[config.mk]
export PLATFORM = sky130hd
export DESIGN_NAME = kv_addr_decode
export DESIGN_NICKNAME = d
export VERILOG_FILES = /design/src/source/kv_pkg.sv /design/src/source/kv_addr_decode.sv
export SDC_FILE = /design/constraint.sdc
export NUM_CORES = 1
export LEC_CHECK = 0
export BUFFER_PORTS_ARGS = -buffer_cell sky130_fd_sc_hd__buf_4
export CAP_MARGIN = 20
export CORE_ASPECT_RATIO = 1.2
export CORE_MARGIN = 3
export CORE_UTILIZATION = 33
export DETAILED_ROUTE_END_ITERATION = 12
export GPL_TIMING_DRIVEN = 0
export PLACE_DENSITY = 0.86
export SETUP_SLACK_MARGIN = 0.1
export SYNTH_ARGS = -nofsm -noshare
export SYNTH_HDL_FRONTEND = slang
export SYNTH_SLANG_ARGS = --single-unit
[constraint.sdc]
create_clock -name vclk -period 1.9
set_input_delay 0.19 -clock vclk [all_inputs]
set_output_delay 0.19 -clock vclk [all_outputs]
set_load 0.05 [all_outputs]
[src/source/kv_pkg.sv]
// Sizes and address map are fixed; the 12-bit address space holds no other registers
`default_nettype none

package kv_pkg;

    // ------------------------------------------------------------
    // Sizes
    // ------------------------------------------------------------
    localparam int unsigned KV_DEPTH  = 8;
    localparam int unsigned KV_DWORDS = 12;
    localparam int unsigned ADDR_W    = 12;

    // ------------------------------------------------------------
    // Plain vectors
    // ------------------------------------------------------------
    typedef logic [31:0]                   dword_t;
    typedef logic [ADDR_W-1:0]             addr_t;
    typedef logic [$clog2(KV_DEPTH)-1:0]   slot_idx_t;
    typedef logic [3:0]                    dword_idx_t;
    typedef logic [KV_DEPTH-1:0]           slot_vec_t;
    typedef logic [7:0]                    dest_t;
    typedef logic [3:0]                    last_t;

    // ------------------------------------------------------------
    // Address map
    // ------------------------------------------------------------
    localparam addr_t CTRL_BASE    = 12'h000; // One ctrl word per slot
    localparam addr_t ENTRY_BASE   = 12'h600;
    localparam addr_t ENTRY_STRIDE = 12'h030; // 12 dwords of 4 bytes

    // Read index for an address outside both maps
    localparam dword_idx_t DWORD_NONE = 4'hf;

    // Control register layout
    localparam int unsigned LOCK_WR_BIT  = 0;
    localparam int unsigned LOCK_USE_BIT = 1;
    localparam int unsigned CLEAR_BIT    = 2;
    localparam int unsigned DEST_LSB     = 9;
    localparam int unsigned LAST_LSB     = 17;

    // ------------------------------------------------------------
    // Structs
    // ------------------------------------------------------------
    typedef struct packed {
        dword_t [KV_DWORDS-1:0] dw;
    } kv_key_t;

    typedef struct packed {
        logic   req;
        logic   is_wr;
        addr_t  addr;
        dword_t wr_data;
        dword_t wr_biten;
    } cpu_req_t;

    typedef struct packed {
        logic   rd_ack;
        dword_t rd_data;
        logic   wr_ack;
    } cpu_rsp_t;

    typedef struct packed {
        slot_vec_t  ctrl_hit;  // One-hot, gated by req
        slot_vec_t  entry_hit;
        dword_idx_t dword;
        logic       is_wr;
        dword_t     wr_data;
        dword_t     wr_biten;
    } sw_access_t;

    typedef struct packed {
        logic       we;
        slot_idx_t  slot;
        dword_idx_t dword;
        dword_t     data;
    } hw_key_wr_t;

    typedef struct packed {
        logic      we;
        slot_idx_t slot;
        dest_t     dest_valid;
        last_t     last_dword;
    } hw_meta_wr_t;

    typedef struct packed {
        logic  lock_wr;
        logic  lock_use;
        dest_t dest_valid;
        last_t last_dword;
    } slot_status_t;

endpackage

`default_nettype wire

[src/source/kv_addr_decode.sv]
// Purely combinational; only word-aligned addresses hit, everything else reads as unmapped
`timescale 1ns/10ps
`default_nettype none

module kv_addr_decode (
    input  wire kv_pkg::cpu_req_t    req,
    output kv_pkg::sw_access_t       acc,
    output logic                     wr_ack,
    output logic                     rd_ack,
    output logic                     rd_key_sel,
    output kv_pkg::slot_idx_t        rd_slot,
    output kv_pkg::dword_idx_t       rd_dword
);
    import kv_pkg::*;

    slot_vec_t  ctrl_hit;
    slot_vec_t  entry_hit;
    slot_idx_t  hit_slot;
    dword_idx_t hit_dword;

    // ------------------------------------------------------------
    // Map compare
    // ------------------------------------------------------------
    always_comb begin
        ctrl_hit  = '0;
        entry_hit = '0;
        hit_slot  = '0;
        hit_dword = '0;
        for (int s = 0; s < KV_DEPTH; s++) begin
            if (req.addr == addr_t'(CTRL_BASE + s * 4)) begin
                ctrl_hit[s] = req.req;
                hit_slot    = slot_idx_t'(s);
            end
            for (int d = 0; d < KV_DWORDS; d++) begin
                if (req.addr == addr_t'(ENTRY_BASE + s * ENTRY_STRIDE + d * 4)) begin
                    entry_hit[s] = req.req;
                    hit_slot     = slot_idx_t'(s);
                    hit_dword    = dword_idx_t'(d);
                end
            end
        end
    end

    assign acc.ctrl_hit  = ctrl_hit;
    assign acc.entry_hit = entry_hit;
    assign acc.dword     = hit_dword;
    assign acc.is_wr     = req.is_wr;
    assign acc.wr_data   = req.wr_data;
    assign acc.wr_biten  = req.wr_biten;

    // Every request is acknowledged at once, mapped or not
    assign wr_ack = req.req & req.is_wr;
    assign rd_ack = req.req & ~req.is_wr;

    // Read select for the readback mux
    assign rd_key_sel = rd_ack & (|entry_hit);
    assign rd_slot    = hit_slot;
    assign rd_dword   = (|ctrl_hit)  ? '0 :
                        (|entry_hit) ? hit_dword : DWORD_NONE;

    // Control and key maps must not overlap
    always_comb begin
        a_one_map: assert final (!((|ctrl_hit) && (|entry_hit)))
            else $error("address hits both the control and key dword maps");
    end

endmodule

`default_nettype wire

==> impl_metrics.py, run 1 <==
metrics = {
    "yosys": {
        "synth_compound_area_share_pct": 20.23,
        "syn_inst": 199,
        "yosysUniqueCellTypes": 46,
        "synth_area_per_cell_um2": 6.558,
        "synthAdderAreaFrac_pct": 0,
        "synth_mux_area_share_pct": 3.164,
        "synth_simple_gate_area_share_pct": 32.89,
        "ys.warnings.count": 0,
        "netlist_area_mm2": 0.001305,
        "syn_nets": 277,
        "seq_area_frac_synth_pct": 0,
        "synth_top_family_by_area": "buffers and inverters",
        "synth_xor_area_share_pct": 0.6711,
    },
    "routing": {
        "wirelength_mm": 5.020,
        "postRouteAntennaNets": 0,
        "drtPass1Iterations": 4,
        "vias": 1810,
        "routedWlPerCell_um": 13.49,
        "vias_per_cell": 4.866,
        "drt-initial-drc-count": 64,
        "drc_errors": 0,
    },
    "global_routing": {
        "grt_max_degree": 11,
        "grt_pass1_wl_mm": 7.286,
        "antenna_found_initial": 0,
        "grt_remaining_overflow": 0,
        "grt_pass1_vias": 1620,
        "grt_usage_pct": 18.08,
    },
    "worst_setup_path": {
        "cp.arrival_ps": 1700,
        "crit_family": "compound AO/OA/AOI/OAI gates",
        "cpMaxStageDelayCell": "and4bb_4",
        "path_buf_inv": 3,
        "slowest_delay_ps": 220,
        "cp.required_ps": 1710,
        "cp_cell_sequence": "buf_4, and4bb_4, and3_1, buf_4, a22oi_1, o22ai_1, a21o_1, a31oi_4, buf_6",
        "crit_path_start_kind": "primary input",
        "path_class": "in2out",
        "endpoint_kind": "output port",
        "cp_num_cells": 9,
        "path_common_cell": "buf_4",
        "cp_max_fo": 6,
    },
    "timing": {
        "worst_slew_pin_slew_ps": 538.4,
        "setup_viol": 0,
        "max_freq_ghz": 0.5291,
        "fin_crit_sh_pct": 99.48,
        "finalHoldViolations": 0,
        "fin_setup_tns_ps": 0,
        "finalCriticalPeriod_ps": 1890,
        "grt_setup_unrepaired": "true",
        "slew_headroom_pct": 64.11,
        "slew_violations": 0,
    },
    "status": {
        "outcome": "completed",
    },
    "finish": {
        "multi_input_area_um2": 985.9,
        "area_delta_synth_final_pct": 100.6,
        "seq_area_um2": 0,
        "fin_nets": 400,
        "drive_gt1_share_pct": 76.56,
        "fill_cells": 332,
        "nClkBuffers": 0,
        "n_antenna_cell": 0,
        "nFlopsAndLatches": 0,
    },
    "power_and_ir_drop": {
        "p_per_area_mw_per_mm2": 265.9,
        "ir_drop_v": 0.0001914,
        "p_leak_nw": 1.270,
        "finalPower_w": 0.0006961,
    },
    "die": {
        "fp.dieW_um": 63.41,
        "ioPinCount": 173,
        "core_area_mm2": 0.003724,
        "die_h_um": 74.89,
        "initial_core_util_pct": 35.05,
        "row_count": 24,
        "die-area_mm2": 0.004748,
    },
    "run": {
        "drv_cap": 0,
    },
    "cts": {
        "cts_hold_buf": 0,
    },
    "worst_hold_path": {
        "min_path_cells": 2,
        "hold_path_class": "in2out",
    },
    "place": {
        "gp_congestion": 0.9138,
        "portBuffers": 107,
        "hpwl_mm": 4.075,
    },
}
[logic make-up after synthesis]
family | after synthesis
and+or+nand+nor | 76
xor gates and xnor gates | 1
buffers and inverters | 79
muxes | 4
AOI/OAI and AO/OA | 39
[stage by stage]
stage / cell area, um2 / utilization, % / setup slack (ps) / hold WS (ps) / cells
5_1_grt: 2618 / 70.30 / -86.59 / 637.5 / 372
4_1_cts: 2421 / 65.02 / 40.95 / 635.2 / 363
3_5_place_dp: 2301 / 61.79 / -247.6 / 635.3 / 358
6_report: 2618 / 70.30 / 9.901 / 634.2 / 372
2_1_floorplan: 1433 / - / -205.5 / 477.5 / 199
3_3_place_gp: 2301 / 61.79 / -260.8 / 634.7 / 358
[layer usage]
metal,up-vias,track usage [%],share of wire [%],wire [um]
li1,866,-,-,-
met1,797,20.29,32,1628
met2,143,35.27,54,2707
met3,4,4.776,13,652
met4,0,2.158,0.60,30
met5,-,0,0,0
[Yosys cell counts, types with 2 or more instances]
cell type / count / share of area, %
buf_4: 66 / 38
nand2_1: 22 / 6.3
nor2_1: 14 / 4.0
a21oi_1: 8 / 3.1
buf_2: 8 / 3.1
nand3_1: 6 / 2.3
o21ai_0: 6 / 2.3
nor3_1: 5 / 1.9
a22oi_1: 4 / 2.3
and2_1: 4 / 1.9
nor2b_1: 4 / 1.9
nor4_1: 4 / 1.9
o22ai_1: 4 / 1.9
a21o_1: 3 / 1.7
a31oi_1: 3 / 1.4
mux2i_1: 3 / 2.3
clkbuf_1: 2 / 0.58
inv_1: 2 / 0.58
nor2b_2: 2 / 1.3
o32ai_1: 2 / 1.3
or3_1: 2 / 0.96
[layout by cell type (no fill, tap or decap), types with 4 or more instances in the layout]
master / count
nand2_2: 4
buf_6: 17
nand3_1: 5
nor2_1: 6
buf_4: 171
a21oi_1: 7
nor4_2: 4
nor2_2: 6
buf_2: 5
nand2_1: 18
[worst paths after layout]
path	start	to	slack [ps]
max	req[73]	rd_dword[0]	10
min	req[22]	acc[22]	630
[cell type report]
cell class | instances | area share [%]
Multi-Input combinational cell | 120 | 37.67
Buffer | 77 | 22.13
Timing Repair Buffer | 121 | 37.43
Inverter | 2 | 0.2868
Tap cell | 52 | 2.486
[what timing repair did]
item                       4_1_cts  5_1_grt
gates cloned                     0        0
pin swaps                        9        9
buffers inserted                 5        9
setup endpoints to repair       16       20
gates resized for setup         27       29
[power by group]
part	internal (W)	switching [W]
combinational	0.000262	0.000434
clock	0	0
sequential	0	0
No activity file was read; power rests on OpenSTA's default activity.
==> inputs of run 2 (changes only) <==
- CELL_PAD_IN_SITES_DETAIL_PLACEMENT: unset -> 0
- CELL_PAD_IN_SITES_GLOBAL_PLACEMENT: unset -> 1
- CORE_UTILIZATION: 33 -> 19
- PLACE_DENSITY: 0.86 -> 0.85
==> run 2 against run 1 <==
Against the previous run:
- non-clock buffer count decreased by 3
- power decreased by 0.59%
- largest cell class unchanged
- count of clock-buffer cells in the layout unchanged
- cell area increased by 0.29%
- wire length increased by 5.6%
- global-route usage decreased by 6.0 points
- worst hold slack about the same
- critical path type unchanged
- sequential share of layout area unchanged
- via count decreased by 2.4%
- fmax about the same
- combinational power decreased by 0.6%
- final cell count increased by 8.1%
==> impl_metrics.py, run 2 (synthesized netlist as in run 1, its figures left out) <==
metrics = {
    "global_routing": {
        "grt_pass1_wl_mm": 8.004,
        "antenna_found_initial": 0,
        "grt_max_degree": 11,
        "grt_remaining_overflow": 0,
        "grt_usage_pct": 12.05,
        "grt_pass1_vias": 1736,
    },
    "timing": {
        "slew_headroom_pct": 65.82,
        "setup_viol": 0,
        "fin_setup_tns_ps": 0,
        "whs_ps": 634.1,
        "finalHoldViolations": 0,
        "worst_slew_pin_slew_ps": 512.7,
        "grt_setup_unrepaired": "true",
        "fin_crit_sh_pct": 99.54,
        "max_freq_ghz": 0.5287,
        "finalCriticalPeriod_ps": 1891,
        "slew_violations": 0,
    },
    "routing": {
        "wirelength_mm": 5.300,
        "vias": 1767,
        "drc_errors": 0,
        "postRouteAntennaNets": 0,
        "routedWlPerCell_um": 13.18,
        "drtPass1Iterations": 4,
        "drt-initial-drc-count": 82,
        "vias_per_cell": 4.396,
    },
    "cts": {
        "cts_hold_buf": 0,
    },
    "finish": {
        "layout_common_cells": "168 x buf_4, 19 x nand2_1, 15 x buf_6, 8 x a21oi_1",
        "area_delta_synth_final_pct": 101.2,
        "fin_util_pct": 40.22,
        "drive_gt1_share_pct": 75.71,
        "instances_no_fill": 402,
        "nFlopsAndLatches": 0,
        "fin_nets": 397,
        "seq_area_um2": 0,
        "layout_commonest_cell": "buf_4",
        "n_antenna_cell": 0,
        "nClkBuffers": 0,
    },
    "power_and_ir_drop": {
        "finalPower_w": 0.0006920,
        "p_per_area_mw_per_mm2": 263.6,
        "ir_drop_v": 0.0001497,
        "p_leak_nw": 1.258,
    },
    "worst_hold_path": {
        "hp-start": "req[63]",
        "min_path_cells": 2,
        "hold_path_class": "in2out",
        "whs_endpoint": "acc[63]",
    },
    "die": {
        "fp.dieW_um": 81.66,
        "die_h_um": 96.79,
        "initial_core_util_pct": 20.00,
        "core_area_mm2": 0.006526,
        "die-area_mm2": 0.007903,
        "row_count": 32,
        "ioPinCount": 173,
    },
    "place": {
        "hpwl_mm": 4.446,
        "post-place-cells": 391,
        "portBuffers": 107,
        "gp_congestion": 0.8440,
    },
    "worst_setup_path": {
        "endpoint_kind": "output port",
        "cp_max_fo": 6,
        "crit_path_start_kind": "primary input",
        "cp.required_ps": 1710,
        "cp.arrival_ps": 1700,
        "path_class": "in2out",
    },
    "run": {
        "drv_cap": 0,
    },
    "status": {
        "outcome": "completed",
    },
}
[run 2: cell type report]
class,instances,area (um2)
fillers,693,3901
multi-input cells,120,964.7
repair buffers,118,957.2
plain buffers,77,589.3
well taps,85,106.4
inverters,2,7.507
[run 2: stage by stage]
step / worst slack (ps) / cell area, um2
final: 8.729 / 2625
after global placement: -272.4 / 2342
after CTS: 5.149 / 2531
after global routing: -39.30 / 2625
after detailed placement: -293.8 / 2342
after floorplan: -205.5 / 1433
[run 2: routing by layer]
metal	wire, um	GRT usage [%]
met5	0	0
met4	0	1.535
met3	572	1.117
met2	3000	24.09
met1	1727	13.45
[run 2: what timing repair did]
action	CTS	global route
endpoints found under the setup margin	19	17
gates resized for setup	32	23
pin swaps	10	10
buffers inserted	10	1
[run 2: power breakdown]
group	switching [W]	leakage, nW	total [W]	internal, W
registers	0	0	0	0
clock network	0	0	0	0
logic	0.000430	1.26	0.000692	0.000262
total	0.000430	1.26	0.000692	0.000262
[run 2: how the worst max path moves through the flow]
stage,endpoint,slack [ps],from
after floorplan,acc[77],-210,req[69]
after global placement,rd_dword[2],-270,req[70]
after detailed placement,rd_dword[2],-290,req[70]
after CTS,rd_slot[0],5,req[64]
after global routing,rd_slot[0],-40,req[74]
final,rd_slot[0],9,req[74]
[run 2: critical path: stages]
cell	delay [ps]
buf_4	130
nand4b_1	130
or2_4	200
nor2_8	60
buf_6	130
a31oi_1	170
o21ai_1	120
or3_4	400
buf_8	160
