[config.mk]
export PLATFORM = sky130hd
export DESIGN_NAME = kv_slot
export DESIGN_NICKNAME = d
export VERILOG_FILES = /design/src/source/kv_pkg.sv /design/src/source/kv_slot.sv
export SDC_FILE = /design/constraint.sdc
export NUM_CORES = 1
export LEC_CHECK = 0
export ABC_AREA = 0
export BUFFER_PORTS_ARGS = -buffer_cell sky130_fd_sc_hd__buf_2
export CAP_MARGIN = 20
export CORE_ASPECT_RATIO = 0.5
export CORE_UTILIZATION = 50
export DETAILED_ROUTE_END_ITERATION = 10
export GPL_ROUTABILITY_DRIVEN = 0
export PLACE_DENSITY = 0.81
export SLEW_MARGIN = 0
export SYNTH_ARGS = -nofsm -noshare
export SYNTH_HDL_FRONTEND = slang
export SYNTH_SLANG_ARGS = --single-unit
[constraint.sdc]
create_clock -name clk -period 2.6 [get_ports clk]
set_input_delay 0.26 -clock clk [delete_from_list [all_inputs] [get_ports clk]]
set_output_delay 0.26 -clock clk [all_outputs]
set_load 0.05 [all_outputs]
[src/source/kv_pkg.sv]
// Sizes and address map are fixed; the 12-bit address space holds no other registers
`default_nettype none

package kv_pkg;

    // ------------------------------------------------------------
    // Sizes
    // ------------------------------------------------------------
    localparam int unsigned KV_DEPTH  = 8;
    localparam int unsigned KV_DWORDS = 12;
    localparam int unsigned ADDR_W    = 12;

    // ------------------------------------------------------------
    // Plain vectors
    // ------------------------------------------------------------
    typedef logic [31:0]                   dword_t;
    typedef logic [ADDR_W-1:0]             addr_t;
    typedef logic [$clog2(KV_DEPTH)-1:0]   slot_idx_t;
    typedef logic [3:0]                    dword_idx_t;
    typedef logic [KV_DEPTH-1:0]           slot_vec_t;
    typedef logic [7:0]                    dest_t;
    typedef logic [3:0]                    last_t;

    // ------------------------------------------------------------
    // Address map
    // ------------------------------------------------------------
    localparam addr_t CTRL_BASE    = 12'h000; // One ctrl word per slot
    localparam addr_t ENTRY_BASE   = 12'h600;
    localparam addr_t ENTRY_STRIDE = 12'h030; // 12 dwords of 4 bytes

    // Read index for an address outside both maps
    localparam dword_idx_t DWORD_NONE = 4'hf;

    // Control register layout
    localparam int unsigned LOCK_WR_BIT  = 0;
    localparam int unsigned LOCK_USE_BIT = 1;
    localparam int unsigned CLEAR_BIT    = 2;
    localparam int unsigned DEST_LSB     = 9;
    localparam int unsigned LAST_LSB     = 17;

    // ------------------------------------------------------------
    // Structs
    // ------------------------------------------------------------
    typedef struct packed {
        dword_t [KV_DWORDS-1:0] dw;
    } kv_key_t;

    typedef struct packed {
        logic   req;
        logic   is_wr;
        addr_t  addr;
        dword_t wr_data;
        dword_t wr_biten;
    } cpu_req_t;

    typedef struct packed {
        logic   rd_ack;
        dword_t rd_data;
        logic   wr_ack;
    } cpu_rsp_t;

    typedef struct packed {
        slot_vec_t  ctrl_hit;  // One-hot, gated by req
        slot_vec_t  entry_hit;
        dword_idx_t dword;
        logic       is_wr;
        dword_t     wr_data;
        dword_t     wr_biten;
    } sw_access_t;

    typedef struct packed {
        logic       we;
        slot_idx_t  slot;
        dword_idx_t dword;
        dword_t     data;
    } hw_key_wr_t;

    typedef struct packed {
        logic      we;
        slot_idx_t slot;
        dest_t     dest_valid;
        last_t     last_dword;
    } hw_meta_wr_t;

    typedef struct packed {
        logic  lock_wr;
        logic  lock_use;
        dest_t dest_valid;
        last_t last_dword;
    } slot_status_t;

endpackage

`default_nettype wire

[src/source/kv_slot.sv]
// One slot; lock_wr blocks CPU and HW key writes, the clear bit and metadata stay writable
`timescale 1ns/10ps
`default_nettype none

module kv_slot #(
    parameter kv_pkg::slot_idx_t SLOT_ID = '0
) (
    input  wire                        clk,
    input  wire                        hwif_in,
    input  wire kv_pkg::sw_access_t    acc,
    input  wire kv_pkg::hw_key_wr_t    hw_key,
    input  wire kv_pkg::hw_meta_wr_t   hw_meta,
    input  wire                        hw_clear,
    output kv_pkg::slot_status_t       status,
    output kv_pkg::kv_key_t            key,
    output logic                       clear_pulse
);
    import kv_pkg::*;

    logic    lock_wr_q;
    logic    lock_use_q;
    logic    clear_q;
    dest_t   dest_q;
    last_t   last_q;
    kv_key_t key_q;

    logic ctrl_wr;
    logic lock_wr_ok;
    logic entry_wr;
    logic hw_key_hit;
    logic hw_meta_hit;

    assign ctrl_wr     = acc.ctrl_hit[SLOT_ID] & acc.is_wr;
    assign lock_wr_ok  = ctrl_wr & ~lock_wr_q;
    assign entry_wr    = acc.entry_hit[SLOT_ID] & acc.is_wr & ~lock_wr_q;
    assign hw_key_hit  = hw_key.we & (hw_key.slot == SLOT_ID) & ~lock_wr_q;
    assign hw_meta_hit = hw_meta.we & (hw_meta.slot == SLOT_ID);

    // ------------------------------------------------------------
    // Control fields
    // ------------------------------------------------------------
    always_ff @(posedge clk or negedge hwif_in) begin
        if (!hwif_in) begin
            lock_wr_q  <= 1'b0;
            lock_use_q <= 1'b0;
        end else if (lock_wr_ok) begin
            lock_wr_q  <= (lock_wr_q & ~acc.wr_biten[LOCK_WR_BIT])
                        | (acc.wr_data[LOCK_WR_BIT] & acc.wr_biten[LOCK_WR_BIT]);
            lock_use_q <= (lock_use_q & ~acc.wr_biten[LOCK_USE_BIT])
                        | (acc.wr_data[LOCK_USE_BIT] & acc.wr_biten[LOCK_USE_BIT]);
        end
    end

    // Single pulse, old value never merged back in
    always_ff @(posedge clk or negedge hwif_in) begin
        if (!hwif_in) begin
            clear_q <= 1'b0;
        end else begin
            clear_q <= ctrl_wr & acc.wr_data[CLEAR_BIT] & acc.wr_biten[CLEAR_BIT];
        end
    end

    always_ff @(posedge clk or negedge hwif_in) begin
        if (!hwif_in) begin
            dest_q <= '0;
            last_q <= '0;
        end else if (hw_meta_hit) begin // Metadata write beats clear
            dest_q <= hw_meta.dest_valid;
            last_q <= hw_meta.last_dword;
        end else if (hw_clear) begin
            dest_q <= '0;
            last_q <= '0;
        end
    end

    // ------------------------------------------------------------
    // Key dwords with CPU write over HW write over clear
    // ------------------------------------------------------------
    always_ff @(posedge clk or negedge hwif_in) begin
        if (!hwif_in) begin
            key_q <= '0;
        end else begin
            for (int d = 0; d < KV_DWORDS; d++) begin
                if (entry_wr && acc.dword == dword_idx_t'(d)) begin
                    key_q.dw[d] <= (key_q.dw[d] & ~acc.wr_biten)
                                 | (acc.wr_data & acc.wr_biten);
                end else if (hw_key_hit && hw_key.dword == dword_idx_t'(d)) begin
                    key_q.dw[d] <= hw_key.data;
                end else if (hw_clear) begin
                    key_q.dw[d] <= '0;
                end
            end
        end
    end

    assign status.lock_wr    = lock_wr_q;
    assign status.lock_use   = lock_use_q;
    assign status.dest_valid = dest_q;
    assign status.last_dword = last_q;
    assign key               = key_q;
    assign clear_pulse       = clear_q;

    // ------------------------------------------------------------
    // Checks
    // ------------------------------------------------------------
    // Locked slot holds its key against HW writes
    a_hw_locked: assert property (
        @(posedge clk) disable iff (!hwif_in)
        (hw_key.we && hw_key.slot == SLOT_ID && lock_wr_q && !hw_clear) |=> $stable(key_q)
    ) else $error("slot %0d key changed by a HW write while locked", SLOT_ID);

    a_pulse_once: assert property (
        @(posedge clk) disable iff (!hwif_in)
        clear_q |=> !clear_q
    ) else $error("slot %0d clear pulse held for two cycles", SLOT_ID);

endmodule

`default_nettype wire

==> results of run 1 <==
==> layout make-up <==
cell class / count / share of cell area
repair buffers: 635 / 0.147
inverters: 33 / 0.00503
multi-input cells: 1430 / 0.365
well taps: 530 / 0.0269
diodes: 13 / 0.00132
flip-flops and latches: 399 / 0.405
clock inverters: 10 / 0.00442
clock buffers: 55 / 0.0457
==> path summary, 6_finish.rpt <==
kind / to / slack (ns) / cells past startpoint
hold reg to reg: flip-flop / 0.50 / 2
hold / removal: flip-flop / 0.06 / 3
min in group asynchronous: asynchronous set/reset pin / 0.29 / 2
max in group asynchronous: asynchronous set/reset pin / 1.58 / 3
setup reg to reg: flip-flop / 0.03 / 6
setup / recovery: flip-flop / 0.03 / 6
==> power groups by stage <==
stage	Sequential, mW	Clock (mW)	Combinational [mW]
after global placement	6.39	0	1.22
after CTS	6.27	5.72	1.26
after global routing	6.27	5.97	1.36
after floorplan	6.52	0	0.497
final	6.27	5.74	1.31
after detailed placement	6.39	0	1.23
==> cells in the final DEF, fill, tap and decap left out, drive strengths merged, types with 3 or more instances in the layout <==
master,n
o21ai,250
dlygate4sd3,16
nand2b,159
o221ai,147
nor3,6
clkbuf,55
dfrtp,399
nor3b,3
buf,619
a221oi,9
a311oi,3
a211oi,4
diode,13
nand2,153
nor4,29
nand3,4
and3,4
clkinv,5
a221o,187
nand4,3
nor2b,5
and2,6
a2bb2oi,12
nor2,241
nand3b,4
a21oi,151
or3,5
inv,34
o211ai,32
==> worst register-to-register path: cells and delay by family (launching register included) <==
kind / cells / cell delay (ns)
buf+inv: 1 / 0.36
simple gates: 2 / 0.46
flops: 1 / 0.50
compound gates: 3 / 1.15
==> cells by family after synthesis <==
group | Yosys count | share of synthesized area
simple gates | 631 | 0.153
mux | 1 | 0.000567
compound gates | 798 | 0.286
buf+inv | 287 | 0.0576
flops | 399 | 0.503
==> per-layer routing <==
layer,global-route usage,up-vias
met5,0,-
met4,0.303,2
met3,0.148,462
met2,0.583,1862
met1,0.526,10388
li1,-,8675
==> timing repair <==
action,4_1_cts,5_1_grt
hold buffers,16,0
setup buffers,0,0
hold endpoints to repair,66,0
==> per-stage QoR <==
stage | instance area, sq um | setup WS (ns)
final | 24600 | 0.0328
after global routing | 24600 | 0.0108
after CTS | 24600 | 0.110
after detailed placement | 23200 | 0.0609
after global placement | 23200 | 0.110
after floorplan | 19900 | 0.646
==> metrics.md, run 1 <==
| Metric | Value |
|---|---|
| Outcome | finished clean |
| Fin util | 0.632 |
| Placed insts | 3,011 |
| Gate power share | 0.099 |
| Buffers & Inverters on Critical Path | 1 |
| Yosys top cell by area | dfrtp_1 |
| Clock share of power | 0.431 |
| Post-synth top area share | 0.503 |
| WS Path Type | reg -> reg |
| Period utilization | 0.987 |
| RSZ-0062 raised after global routing | false |
| Row cnt | 51 |
| Die Ht | 143 um |
| Port bufs | 528 |
| IO Count | 543 |
| Clk buf depth | 3 |
| NetSw | 3.57 mW |
| Top sig layer | met5 |
| Final Setup Violations | 0 |
| Yosys Warn Count | 0 |
| Synth Net Count | 2,260 |
| CTS tree | built |
| Final TNS setup | 0 ns |
| Footprint of the multi-input gates | 8980 sq um |
| Die span in x | 284 um |
| Vias post-DR | 21,389 |
| CP top delay family | compound AO/OA/AOI/OAI gates |
| Register area | 9980 sq um |
| Clk_skew | 0.0146 ns |
| GRT Total Usage | 0.413 |
| Total design power | 13.3 mW |
| Max_cap viols | 0 |
| Critical path capture point type | flip-flop |
| Asr flop ratio synth | 1.00 |
| Fillers | 3,131 |
| Metal-1 WL | 30,500 um |
| Worst hold path class | in -> reg |
| CORE AREA | 39,000 sq um |
| Final Hold Vio Count | 0 |
| Post-synthesis cell type count | 48 |
| Slew margin rel. | 0.267 |
| Slew Limit Fails | 0 |
| Vias in the first global route | 20,207 |
| IR drop worst, VDD | 471 uV |
| Nature of the critical path startpoint | flip-flop |
| Switching Fraction | 0.268 |
| Post-DP HPWL | 57,000 um |
| Total number of H-tree levels | 2 |
| Reg clk slew, reported paths | 0.07 ns |
| Crit-path max cell delay | 0.92 ns |
| Synthesized flop and latch total | 399 |
| Part of the power in registers | 0.471 |
| CP Cell Sequence | nand3b_1 -> nor2_1 -> a221oi_4 -> buf_4 -> o21ai_0 -> o221ai_1 |
| P_int | 9.75 mW |
| Mapped cell area | 19,900 sq um |
| Top cells by area, synth | dfrtp_1, a221o_1, o221ai_1 |
| First-pass GRT wire length | 127,000 um |
| Routed WL per cell | 28.0 um |
| P&R area growth vs syn | 24.1% |
| ANT nets after route | 0 |
| Top cells by count, synth | dfrtp_1, o21ai_0, nor2_1 |
| Initial antenna violation count | 14 |
| Max Fclk | 390 MHz |
| CTS resizes | 0 |
| Vias/cell | 6.89 |
| Fin crit period | 2.57 ns |
| Clk_lat worst skew | 0.56 ns |
| Tightest Pin Transition | 1.10 ns |
| Pwr per Cell Area | 541 nW/um^2 |
| HP Start | hw_key[25] |
| CTS root buffer | clkbuf_16 |
| Fin nets | 2,680 |
| Grt total ovfl | 0 |
| Worst-path maximum fanout | 20 |
| Leakage dissipation | 11.9 nW |
| Cells after Synth | 2,116 |
| Most common cell in the netlist | dfrtp_1 |
| Initial Util | 0.509 |
| Final WL | 86,800 um |
| WHS | 0.0569 ns |
| CTS Buf Count | 37 |
| # clock sinks | 399 |
| Die ar. | 40,600 sq um |
| Sequential fraction of the synthesis area | 0.503 |
| Worst EP required | 3.06 ns |
| Critical Path AT | 3.02 ns |
| EDFF count, synth | 0 |
| Post-Layout Cell Count | 3,105 |
| Dominant synthesized flop cell | dfrtp_1 |
| Worst path slowest cell | a221oi_4 |
| DRC | 0 |
| Met2 Routed Length | 36,700 um |
| 1st-pass router iterations | 6 |
| Initial drt markers | 3,128 |
| Post-Synthesis Mean Instance Area | 9.39 sq um |
| Layout cells sized above 1 | 0.282 |
| Met3 Routed Length | 12,700 um |
| Largest net degree at the start of global routing | 67 |
Power figures use the tool's default switching activity.
==> inputs of run 2 (changes only) <==
--- a/config.mk
+++ b/config.mk
@@ -9,10 +9,10 @@
 export BUFFER_PORTS_ARGS = -buffer_cell sky130_fd_sc_hd__buf_2
 export CAP_MARGIN = 20
 export CORE_ASPECT_RATIO = 0.5
-export CORE_UTILIZATION = 50
+export CORE_UTILIZATION = 38
 export DETAILED_ROUTE_END_ITERATION = 10
 export GPL_ROUTABILITY_DRIVEN = 0
-export PLACE_DENSITY = 0.81
+export PLACE_DENSITY = 0.65
 export SLEW_MARGIN = 0
 export SYNTH_ARGS = -nofsm -noshare
 export SYNTH_HDL_FRONTEND = slang
==> run 2 against run 1 <==
Net effect:
- critical path depth is 1 lower
- global-route usage is 8.4 points lower
- flip-flop and latch count stayed put
- highest routed layer is now met4
- register-to-register slack better by 0.07 ns
- design area is 1.5% higher
- clock-buffer cell count is 4 higher
- core utilization is 14 points lower
- largest power group unchanged
==> metrics.md, run 2 (synthesis results as in run 1) <==
| Metric | Value |
|---|---|
| Port bufs | 528 |
| Most frequent cells in the layout | buf_2, dfrtp_1, o21ai_0 |
| RSZ-0062 raised after global routing | false |
| WS Path Type | reg -> reg |
| Routed WL per cell | 27.8 um |
| Critical path capture point type | flip-flop |
| Worst path slowest cell | a311oi_4 |
| Vias in the first global route | 19,700 |
| Outcome | finished clean |
| Grt total ovfl | 0 |
| Critical Path AT | 2.99 ns |
| First-pass GRT wire length | 132,000 um |
| Slew margin rel. | 0.184 |
| Fin nets | 2,693 |
| GRT Total Usage | 0.329 |
| Worst-path maximum fanout | 17 |
| Die ar. | 53,200 sq um |
| IR drop worst, VDD | 345 uV |
| Final WL | 90,900 um |
| Vias post-DR | 20,832 |
| Most common cell after layout, fill and taps aside | buf_2 |
| Layout cells sized above 1 | 0.284 |
| Setup slack after layout | 0.0995 ns |
| Initial drt markers | 2,686 |
| Final Hold Vio Count | 0 |
| Clk buf depth | 3 |
| Vias/cell | 6.37 |
| Worst r2r path cells | 5 |
| CP top delay family | compound AO/OA/AOI/OAI gates |
| CTS resizes | 0 |
| Buffers & Inverters on Critical Path | 1 |
| IO Count | 543 |
| Clk_skew | 0.0153 ns |
| Max_cap viols | 0 |
| Die Ht | 164 um |
| CTS root buffer | clkbuf_16 |
| Largest net degree at the start of global routing | 69 |
| Worst EP required | 3.09 ns |
| CTS Buf Count | 40 |
| Initial antenna violation count | 9 |
| Reg clk slew, reported paths | 0.07 ns |
| CORE AREA | 50,900 sq um |
| CTS tree | built |
| Crit-path max cell delay | 0.90 ns |
| Fin crit period | 2.50 ns |
| Total number of H-tree levels | 2 |
| P&R area growth vs syn | 25.9% |
| Slew Limit Fails | 0 |
| Pre-CTS setup slack | 0.0550 ns |
| Hold depth | 4 |
| Clk_lat worst skew | 0.55 ns |
| Row cnt | 58 |
| Reg-to-reg slack, setup | 0.1 ns |
| Fillers | 4,746 |
| Final Setup Violations | 0 |
| Tightest Pin Transition | 1.22 ns |
| Max Fclk | 400 MHz |
| Final TNS setup | 0 ns |
| ANT nets after route | 0 |
| DRC | 0 |
| Design Area, Final | 25,000 sq um |
| Initial Util | 0.390 |
| Leakage dissipation | 12.0 nW |
| Pwr per Cell Area | 536 nW/um^2 |
| CP Cell Sequence | nor2_1 -> and4_1 -> a311oi_4 -> buf_4 -> a221o_1 |
| # clock sinks | 399 |
| Period utilization | 0.962 |
| Placement Cell Area | 23,600 sq um |
| Post-DP HPWL | 60,900 um |
| Worst hold path class | in -> reg |
| Nature of the critical path startpoint | flip-flop |
| 1st-pass router iterations | 6 |
| CP Depth | 5 |
| Die span in x | 325 um |
-- run 2: cell types whose count changed in the layout (fill, tap and decap cells not counted), moves of 2 or more --
cell / before / now
clkbuf_8: 9 / 6
clkbuf_16: 39 / 41
clkbuf_1: 7 / 12
buf_12: 10 / 17
clkinvlp_4: 2 / 0
diode_2: 13 / 9
buf_4: 81 / 84
-- run 2: cell type report --
| class | instances | area, sq um | share of cell area |
|---|---|---|---|
| clock inverters | 7 | 85.1 | 0.00340 |
| well taps | 690 | 863 | 0.0345 |
| diodes | 9 | 22.5 | 0.000900 |
| clock buffers | 59 | 1150 | 0.0461 |
| inverters | 33 | 124 | 0.00495 |
| multi-input cells | 1431 | 9000 | 0.360 |
| flip-flops and latches | 399 | 9980 | 0.399 |
| repair buffers | 644 | 3770 | 0.151 |
-- run 2: worst min-delay path, delay by kind of cell --
kind | cells | cell delay (ns)
buf+inv | 1 | 0.08
compound gates | 1 | 0.07
simple gates | 2 | 0.11
-- run 2: path summary, 6_finish.rpt --
check,from,end
setup / recovery,flip-flop,flip-flop
hold / removal,hw_meta[12],last_q[3]
setup reg to reg,flip-flop,flip-flop
hold reg to reg,flip-flop,flip-flop
max in group asynchronous,hwif_in,asynchronous set/reset pin
min in group asynchronous,hwif_in,asynchronous set/reset pin
-- run 2: power by group --
| part | total (mW) | switching (mW) | leakage [nW] | internal, mW |
|---|---|---|---|---|
| clock | 5.82 | 2.57 | 0.610 | 3.26 |
| combinational | 1.32 | 1.01 | 5.81 | 0.303 |
| sequential | 6.28 | 0.0285 | 5.54 | 6.25 |
-- run 2: repair_timing --
item / in CTS / in global routing
hold buffers: 15 / 0
hold endpoints to repair: 64 / 0
buffers inserted: 0 / 0
endpoints found under the setup margin: 0 / 22
-- run 2: stage by stage --
stage,hold slack (ns),cells,power (mW),utilization
after floorplan,-0.0356,2116,7.01,-
after global placement,0.261,3181,7.64,0.464
after detailed placement,0.261,3181,7.65,0.464
after CTS,0.00829,3262,13.4,0.491
after global routing,0.0334,3272,13.8,0.492
final,0.0273,3272,13.4,0.492
-- run 2: layer usage --
metal  routed length [um]  up-vias  global-route usage
li1                     -     8702                   -
met1                35200    10453               0.439
met2                41200     1403               0.504
met3                 8970      274              0.0587
met4                 5530        0               0.194
met5                    0        -                   0
